$ cat src/cpu_pkg.sv
package cpu_pkg;

    // architectural addresses.
    localparam logic [31:0] RESET_PC   = 32'h8000_0000;
    localparam logic [31:0] EXC_VECTOR = 32'h8000_0380;
    localparam logic [31:0] PC_STEP    = 32'd4;

    // one hold bit per stage register.
    // pc sits in bit 0, wb in bit 5.
    typedef struct packed {
        logic wb;
        logic mem_wb;
        logic ex_mem;
        logic id_ex;
        logic if_id;
        logic pc;
    } stall_t;

    // exception flags of the instruction in the memory stage.
    typedef struct packed {
        logic interrupt;
        logic syscall;
        logic reserved_inst;
        logic trap;
        logic overflow;
        logic eret;
        logic break_req;
    } mem_exc_t;

    // values follow the cause register codes.
    typedef enum logic [31:0] {
        exc_none    = 32'd0,
        exc_int     = 32'd1,
        exc_syscall = 32'd8,
        exc_ri      = 32'd10,
        exc_ov      = 32'd12,
        exc_trap    = 32'd13,
        exc_eret    = 32'd14,
        exc_break   = 32'd15
    } excode_t;

    typedef enum logic [2:0] {
        sel_run,
        sel_except,
        sel_ex_stall,
        sel_id_stall,
        sel_store_hold,
        sel_store_commit,
        sel_mem_stall
    } ctrl_sel_e;

endpackage

$ cat src/except_cause.sv
`timescale 1ns/1ps

module except_cause (
    input  logic                 clk,
    input  logic                 rst_n_i,
    input  cpu_pkg::mem_exc_t    mem_exc_i,
    input  logic [31:0]          mem_pc_i,
    input  logic                 flush_i,
    output cpu_pkg::excode_t     excode_o,
    output logic [31:0]          redirect_pc_o
);

    logic [31:0] epc_q;

    // highest raised flag wins.
    always_comb begin
        if (mem_exc_i.interrupt) begin
            excode_o = cpu_pkg::exc_int;
        end else if (mem_exc_i.syscall) begin
            excode_o = cpu_pkg::exc_syscall;
        end else if (mem_exc_i.reserved_inst) begin
            excode_o = cpu_pkg::exc_ri;
        end else if (mem_exc_i.trap) begin
            excode_o = cpu_pkg::exc_trap;
        end else if (mem_exc_i.overflow) begin
            excode_o = cpu_pkg::exc_ov;
        end else if (mem_exc_i.eret) begin
            excode_o = cpu_pkg::exc_eret;
        end else if (mem_exc_i.break_req) begin
            excode_o = cpu_pkg::exc_break;
        end else begin
            excode_o = cpu_pkg::exc_none;
        end
    end

    // eret returns to the saved pc.
    always_comb begin
        if (excode_o == cpu_pkg::exc_eret) begin
            redirect_pc_o = epc_q;
        end else begin
            redirect_pc_o = cpu_pkg::EXC_VECTOR;
        end
    end

    // epc of the faulting instruction.
    always_ff @(posedge clk or negedge rst_n_i) begin
        if (!rst_n_i) begin
            epc_q <= 32'd0;
        end else if (flush_i && excode_o != cpu_pkg::exc_eret) begin
            epc_q <= mem_pc_i;
        end
    end

endmodule

$ cat src/pipe_ctrl.sv
`timescale 1ns/1ps

module pipe_ctrl (
    input  logic                 clk,
    input  logic                 rst_n_i,
    input  logic                 stallreq_id_i,
    input  logic                 stallreq_ex_i,
    input  logic                 stallreq_mem_i,
    input  logic                 mem_we_i,
    input  cpu_pkg::excode_t     excode_i,
    input  logic [31:0]          redirect_pc_i,
    output cpu_pkg::stall_t      stall_o,
    output logic                 flush_o,
    output logic                 mem_we_o,
    output logic [31:0]          new_pc_o
);

    cpu_pkg::ctrl_sel_e sel;
    logic               pause_q;

    // decision for this cycle, highest priority first.
    always_comb begin
        if (excode_i != cpu_pkg::exc_none) begin
            sel = cpu_pkg::sel_except;
        end else if (stallreq_ex_i) begin
            sel = cpu_pkg::sel_ex_stall;
        end else if (stallreq_id_i) begin
            sel = cpu_pkg::sel_id_stall;
        end else if (mem_we_i && !pause_q) begin
            sel = cpu_pkg::sel_store_hold;
        end else if (mem_we_i && pause_q) begin
            sel = cpu_pkg::sel_store_commit;
        end else if (stallreq_mem_i) begin
            sel = cpu_pkg::sel_mem_stall;
        end else begin
            sel = cpu_pkg::sel_run;
        end
    end

    always_comb begin
        stall_o  = '0;
        flush_o  = 1'b0;
        mem_we_o = 1'b0;
        new_pc_o = 32'd0;
        case (sel)
            cpu_pkg::sel_except: begin
                flush_o  = 1'b1;
                new_pc_o = redirect_pc_i;
            end
            cpu_pkg::sel_ex_stall: begin
                stall_o.pc     = 1'b1;
                stall_o.if_id  = 1'b1;
                stall_o.id_ex  = 1'b1;
                stall_o.ex_mem = 1'b1;
            end
            cpu_pkg::sel_id_stall: begin
                stall_o.pc    = 1'b1;
                stall_o.if_id = 1'b1;
                stall_o.id_ex = 1'b1;
            end
            // first phase, memory write held back.
            cpu_pkg::sel_store_hold: begin
                stall_o.pc     = 1'b1;
                stall_o.if_id  = 1'b1;
                stall_o.id_ex  = 1'b1;
                stall_o.ex_mem = 1'b1;
                stall_o.mem_wb = 1'b1;
            end
            // second phase, the store reaches memory.
            cpu_pkg::sel_store_commit: begin
                stall_o.pc     = 1'b1;
                stall_o.if_id  = 1'b1;
                stall_o.id_ex  = 1'b1;
                stall_o.ex_mem = 1'b1;
                mem_we_o       = 1'b1;
            end
            cpu_pkg::sel_mem_stall: begin
                stall_o.pc    = 1'b1;
                stall_o.if_id = 1'b1;
            end
            default: begin
            end
        endcase
    end

    // store pause phase.
    always_ff @(posedge clk or negedge rst_n_i) begin
        if (!rst_n_i) begin
            pause_q <= 1'b0;
        end else if (flush_o) begin
            pause_q <= 1'b0;
        end else if (sel == cpu_pkg::sel_store_hold || sel == cpu_pkg::sel_store_commit) begin
            pause_q <= ~pause_q;
        end
    end

endmodule

$ cat src/pc_gen.sv
`timescale 1ns/1ps

module pc_gen (
    input  logic        clk,
    input  logic        rst_n_i,
    input  logic        stall_pc_i,
    input  logic        flush_i,
    input  logic [31:0] new_pc_i,
    output logic [31:0] pc_o
);

    // flush beats the stall hold.
    always_ff @(posedge clk or negedge rst_n_i) begin
        if (!rst_n_i) begin
            pc_o <= cpu_pkg::RESET_PC;
        end else if (flush_i) begin
            pc_o <= new_pc_i;
        end else if (!stall_pc_i) begin
            pc_o <= pc_o + cpu_pkg::PC_STEP;
        end
    end

endmodule

$ cat src/pipe_ctrl_top.sv
`timescale 1ns/1ps

module pipe_ctrl_top (
    input  logic                 clk,
    input  logic                 rst_n_i,
    input  logic                 stallreq_id_i,
    input  logic                 stallreq_ex_i,
    input  logic                 stallreq_mem_i,
    input  logic                 mem_we_i,
    input  cpu_pkg::mem_exc_t    mem_exc_i,
    input  logic [31:0]          mem_pc_i,
    output cpu_pkg::stall_t      stall_o,
    output logic                 flush_o,
    output logic                 mem_we_o,
    output logic [31:0]          new_pc_o,
    output cpu_pkg::excode_t     excode_o,
    output logic [31:0]          pc_o
);

    cpu_pkg::excode_t excode;
    cpu_pkg::stall_t  stall;
    logic [31:0]      redirect_pc;
    logic [31:0]      new_pc;
    logic             flush;

    except_cause u_except_cause (
        .clk           (clk),
        .rst_n_i       (rst_n_i),
        .mem_exc_i     (mem_exc_i),
        .mem_pc_i      (mem_pc_i),
        .flush_i       (flush),
        .excode_o      (excode),
        .redirect_pc_o (redirect_pc)
    );

    pipe_ctrl u_pipe_ctrl (
        .clk            (clk),
        .rst_n_i        (rst_n_i),
        .stallreq_id_i  (stallreq_id_i),
        .stallreq_ex_i  (stallreq_ex_i),
        .stallreq_mem_i (stallreq_mem_i),
        .mem_we_i       (mem_we_i),
        .excode_i       (excode),
        .redirect_pc_i  (redirect_pc),
        .stall_o        (stall),
        .flush_o        (flush),
        .mem_we_o       (mem_we_o),
        .new_pc_o       (new_pc)
    );

    // fetch pc follows the pc hold bit.
    pc_gen u_pc_gen (
        .clk        (clk),
        .rst_n_i    (rst_n_i),
        .stall_pc_i (stall.pc),
        .flush_i    (flush),
        .new_pc_i   (new_pc),
        .pc_o       (pc_o)
    );

    assign stall_o  = stall;
    assign flush_o  = flush;
    assign new_pc_o = new_pc;
    assign excode_o = excode;

endmodule

$ cat config.mk
export PLATFORM = sky130hd
export DESIGN_NAME = pipe_ctrl_top
export DESIGN_NICKNAME = d
export VERILOG_FILES = /design/src/cpu_pkg.sv /design/src/except_cause.sv /design/src/pipe_ctrl.sv /design/src/pc_gen.sv /design/src/pipe_ctrl_top.sv
export SDC_FILE = /design/constraint.sdc
export NUM_CORES = 1
export LEC_CHECK = 0
export BUFFER_PORTS_ARGS = -buffer_cell sky130_fd_sc_hd__buf_2
export CORE_UTILIZATION = 40
export CTS_BUF_LIST = sky130_fd_sc_hd__clkbuf_4 sky130_fd_sc_hd__clkbuf_8
export DETAILED_ROUTE_END_ITERATION = 10
export PLACE_DENSITY = 0.67
export SLEW_MARGIN = 20
export SYNTH_ARGS = -nofsm -noshare
export SYNTH_HDL_FRONTEND = slang
export SYNTH_SLANG_ARGS = --single-unit
$ cat constraint.sdc
create_clock -name clk -period 2.5 [get_ports clk]
set_input_delay 0.125 -clock clk [delete_from_list [all_inputs] [get_ports clk]]
set_output_delay 0.125 -clock clk [all_outputs]
set_load 0.05 [all_outputs]
==> out/summary.txt, run 1 <==
GRT overflow: 0
Final TNS setup: 0 ps
Rel. slew slack: 0.4431
DP HPWL: 6.882 mm
final core utilization: 0.5051
shortest period the worst path allows: 2151 ps
failing checks: DRC
Routed Antenna Nets: 0
Post-synth top flop: dfrtp_1
final WL: 9.361 mm
placed inst area: 4287 um^2
crit path capture type: output port
DR vias/cell: 5.144
I/O pins: 149
Post-synth ARST share: 1.000
Clock transition at path regs: 70 ps
final worst-path cycle share: 0.8604
pin count of the biggest net entering global routing: 66
Syn Std Cell Area: 3694 um^2
FMAX: 464.9 MHz
initial DRC count: 218
Die Ht: 98.09 um
Least-Margin Pin Slew: 835.3 ps
final net count: 539
fin worst setup slack: 348.9 ps
die area: 9622 um^2
Filler cells: 830
Synth Area per Inst: 9.983 um^2
chip width: 98.09 um
core area: 8848 um^2
Yosys warning total: 0
P_int: 1.591 mW
endpoints failing setup: 0
grt peak-use layer: met2
most common cell after layout, fill and taps aside: buf_2
Sink Count: 65
Reg power frac: 0.507
Sw Share: 0.2690
CTS tree: done
total design power: 2.176 mW
Post-CTS Hold Buffers: 1
switching power: 0.5853 mW
Pins Over Slew Limit: 0
CP arrival: 2030 ps
FP Rows: 34
post-cts resize count: 0
WL per Instance: 15.52 um
Gate power share: 0.122
P&R area growth vs syn: 21.00%
final hold vios: 0
antenna violations before repair: 0
diode count: 0
Worst Hold Slack: 19.18 ps
Finished Layout Cells: 603
LEAKAGE: 2.399 nW
share of cells above drive strength 1: 0.3778
Worst EP required: 2380 ps
placer congestion estimate: 0.8390
CTS buffer count: 9
DRC errors left: 17
max_cap viols: 0
DRT Pass-1 Iters: 7
Port Buffers: 119
Setup CP Type: input pin to output port
Post-CTS Setup Inserts: 0
Syn Inst Count: 370
Setup crit start kind: input pin
Clock Latency Late Sink: 330 ps
unrepaired setup endpoints after global routing: no
#FFs+latches synth: 65
peak supply drop: 0.2050 mV
number of enable flip-flop cells after synthesis: 0
global-route wire length before repair: 15.45 mm
most frequent cells in the layout: buf_2, dfrtp_1, nor2_1, mux2_2
number of H-tree levels: 3
initial core utilization: 0.4174
Clk network pwr share: 0.371
skew final: 5.273 ps
worst min path class: input pin to flop
Pwr Density: 486.8 nW/um^2
vias in the first global route: 3053
Placed Cells: 589
unique cell type count in the Yosys netlist: 50
Place WS: 338.0 ps
post-synthesis sequential area ratio: 0.4407
met3 Use GR: 0.04796
GRT Overall Usage: 0.2047
crit path max fanout: 19
routed vias: 3102
CTS Root Cell: clkbuf_8
status: complete, but fails checks
post-route cell area: 4469 um^2
met1 Use GR: 0.2748
met2 global-route usage: 0.3261
Clock Path Buffers: 2
==> registers in the layout, summed over array words and instances (netlist names) <==
name,cells
u_except_cause.epc_q,32
u_pc_gen.pc_o,32
u_pipe_ctrl.pause_q,1
==> Yosys cell counts, drive strengths merged, types with 2 or more instances <==
cell    instances  area (um^2)
nand2           9        33.78
o21ai           9        45.04
nor2           34        127.6
o211ai          3        22.52
xnor2          10        87.58
a41oi           2        17.52
a21o           14        105.1
buf            35        265.3
a21oi          15        75.07
nand3          17        90.09
and2           29        181.4
a31oi           8        50.05
nor2b           2        12.51
nand4           9        62.56
a22oi           2        15.01
dfrtp          64         1602
inv            11        41.29
xor2            3        26.28
clkbuf         10        47.54
o22a            5        43.79
nor3           15        75.07
nand2b          2        12.51
and3            3        21.27
nor4            9        107.6
mux2           32        360.4
a211oi          2        15.01
==> final timing paths <==
path,start,endpoint,slack (ps),depth (start not counted)
setup reg to reg,u_pc_gen.pc_o[2],u_pc_gen.pc_o[22],400,6
hold / removal,mem_pc_i[14],u_except_cause.epc_q[14],20,2
min in group asynchronous,rst_n_i,u_except_cause.epc_q[4],490,3
setup / recovery,mem_exc_i[2],mem_we_o,350,7
max in group asynchronous,rst_n_i,u_pc_gen.pc_o[23],1430,3
hold reg to reg,u_pc_gen.pc_o[1],u_pc_gen.pc_o[1],480,1
==> cell type report <==
class,instances,area (um^2),share of cell area
inverter,12,45.04,0.01008
sequential,65,1628,0.3642
multi-input combinational,275,1808,0.4045
clock buffer,13,172.7,0.03863
tap,108,135.1,0.03024
timing repair buffer,130,680.7,0.1523
==> layer usage <==
metal  share of wire  wire length, um  vias up
met5               0                0        -
met4           0.014              129        0
met3           0.055              516       11
met2            0.47             4374      107
met1            0.46             4340     1484
li1                -                -     1500
==> power by group through the flow <==
stage               Sequential (mW)  Clock, mW  Combinational [mW]
finish                         1.10      0.806               0.266
global route                   1.11      0.872               0.287
CTS                            1.10      0.831               0.269
detailed placement             1.12          0               0.267
global placement               1.12          0               0.263
floorplan                      1.12          0               0.213
==> worst max-delay path: stages <==
cell and delay, ps:
buf_2 110, nor4_1 440, and2_1 330, clkinv_1 260, buf_4 280, nor3_1 170
buf_2 290
==> cells by family (layout without fill, tap and decap cells) <==
| logic type | after synthesis | in the layout | share of synthesized area |
|---|---|---|---|
| AND/OR/NAND/NOR | 133 | 133 | 0.2049 |
| flip-flops | 65 | 65 | 0.4407 |
| XOR/XNOR | 13 | 13 | 0.03083 |
| buffers and inverters | 58 | 155 | 0.09959 |
| adder cells (fa/ha/maj) | 1 | 1 | 0.003387 |
| other | 1 | 29 | 0.001015 |
| multiplexers | 33 | 33 | 0.1003 |
| AO/OA/AOI/OAI | 66 | 66 | 0.1192 |
(Power assumes the default switching activity.)
==> run 2, diff against run 1 <==
Settings changed: BUFFER_PORTS_ARGS -buffer_cell sky130_fd_sc_hd__buf_2 to default, DONT_BUFFER_PORTS from default to 1, PLACE_DENSITY 0.67 to 0.53.
==> run 2 against run 1 <==
The run still ends with DRC left. Power grew 14%. Combinational power grew 2%. Fmax grew 3.2%. Utilization grew 2.7 points. Non-clock buffer count shrank 31. Design area grew 5.3%. Die area is the same. Clock power grew 38%. Largest cell class unchanged.
==> out/summary.txt, run 2 (same netlist as run 1, synthesis figures left out) <==
worst setup path start: u_pc_gen.pc_o[2]
CTS buffer count: 9
placed inst area: 4104 um^2
pin count of the biggest net entering global routing: 66
Setup crit start kind: flop
post-route cell area: 4705 um^2
Least-Margin Pin Slew: 1028 ps
core area: 8848 um^2
hold wc startpoint: mem_we_i
Clock Latency Late Sink: 350 ps
Worst Hold Slack: 64.67 ps
initial core utilization: 0.4174
endpoints failing setup: 0
Rel. slew slack: 0.3168
Pins Over Slew Limit: 0
status: complete, but fails checks
initial DRC count: 117
vias in the first global route: 3118
Port Buffers: 0
shortest period the worst path allows: 2084 ps
Finished Layout Cells: 575
GRT Overall Usage: 0.2157
crit path max fanout: 6
DRC errors left: 15
CTS tree: done
CP arrival: 2330 ps
placer congestion estimate: 0.7813
Routed Antenna Nets: 0
reg2reg setup slack: 420 ps
antenna violations before repair: 0
skew final: 6.992 ps
Hold Path Depth: 3
peak supply drop: 0.3063 mV
most common cell after layout, fill and taps aside: buf_4
Clock Path Buffers: 2
worst reg2reg endpoint: u_pc_gen.pc_o[21]
WL per Instance: 16.93 um
final WL: 9.733 mm
die area: 9622 um^2
final core utilization: 0.5317
Post-CTS Setup Inserts: 0
CTS Root Cell: clkbuf_8
routed vias: 3042
Regs by FF count: u_except_cause.epc_q x32, u_pc_gen.pc_o x32, u_pipe_ctrl.pause_q x1
Clock transition at path regs: 80 ps
chip width: 98.09 um
hold endpoint: u_pipe_ctrl.pause_q
failing checks: DRC
Die Ht: 98.09 um
max_cap viols: 0
number of H-tree levels: 3
share of cells above drive strength 1: 0.2719
FP Rows: 34
FMAX: 479.8 MHz
final net count: 508
DRT Pass-1 Iters: 10
crit path capture type: flop
global-route wire length before repair: 15.94 mm
unrepaired setup endpoints after global routing: no
post-cts resize count: 0
final worst-path cycle share: 0.8336
Worst EP required: 2740 ps
Setup CP Type: flop to flop
Critical R2R Launch: u_pc_gen.pc_o[2]
most frequent cells in the layout: buf_4, dfrtp_1, nor2_1, dlygate4sd3_1, mux2_2
DP HPWL: 6.866 mm
GRT overflow: 0
worst-case reg-to-reg path depth: 6
final hold vios: 0
Sink Count: 65
Final TNS setup: 0 ps
worst min path class: input pin to flop
P&R area growth vs syn: 27.37%
LEAKAGE: 2.314 nW
Placed Cells: 525
I/O pins: 149
Pwr Density: 527.0 nW/um^2
diode count: 0
DR vias/cell: 5.290
run 2: area by class of cell:
class	count	area (um^2)
Fill cell	796	4144
Timing Repair Buffer	99	845.8
Inverter	12	45.04
Sequential cell	65	1628
Clock inverter	6	105.1
Tap cell	108	135.1
Multi-Input combinational cell	275	1808
Clock buffer	10	137.6
run 2: worst max-delay path, cell delays in order (launching register included):
cell and delay [ps]:
dfrtp_1 400, buf_4 240, nand4_1 350, nor4_4 520, nand3_1 150, xnor2_1 150
a21o_1 170
run 2: worst max-delay path by stage:
stage / to / slack (ps) / cells past startpoint
finish: u_pc_gen.pc_o[21] / 420 / 6
global route: u_pc_gen.pc_o[21] / 230 / 6
CTS: u_pc_gen.pc_o[21] / 410 / 6
detailed placement: u_pc_gen.pc_o[21] / 420 / 6
global placement: u_pc_gen.pc_o[23] / 460 / 6
floorplan: mem_we_o / -190 / 6
run 2: timing repair:
| item | 4_1_cts | 5_1_grt |
|---|---|---|
| endpoints found under the hold margin | 97 | 0 |
| hold buffers | 34 | 0 |
| setup endpoints to repair | 0 | 0 |
run 2: where the power goes:
group,leakage (nW),total (mW),switching [mW],internal [mW]
clock network,0.126,1.11,0.422,0.684
registers,0.815,1.10,0.0179,1.08
logic,1.37,0.272,0.189,0.0830
total,2.31,2.48,0.629,1.85
run 2: metal layers:
metal	wire, um	GRT usage	up-vias
met2	4538	0.3434	120
met3	769	0.07087	12
met5	0	0	-
met1	4271	0.2724	1475
met4	153	0.08159	0
li1	-	-	1435
run 2: through the flow:
stage               total power, mW  setup WS, ps
global route                  2.576         228.8
finish                        2.479         415.9
CTS                           2.508         405.0
global placement              1.324         462.9
floorplan                     1.337        -188.9
detailed placement            1.328         421.1
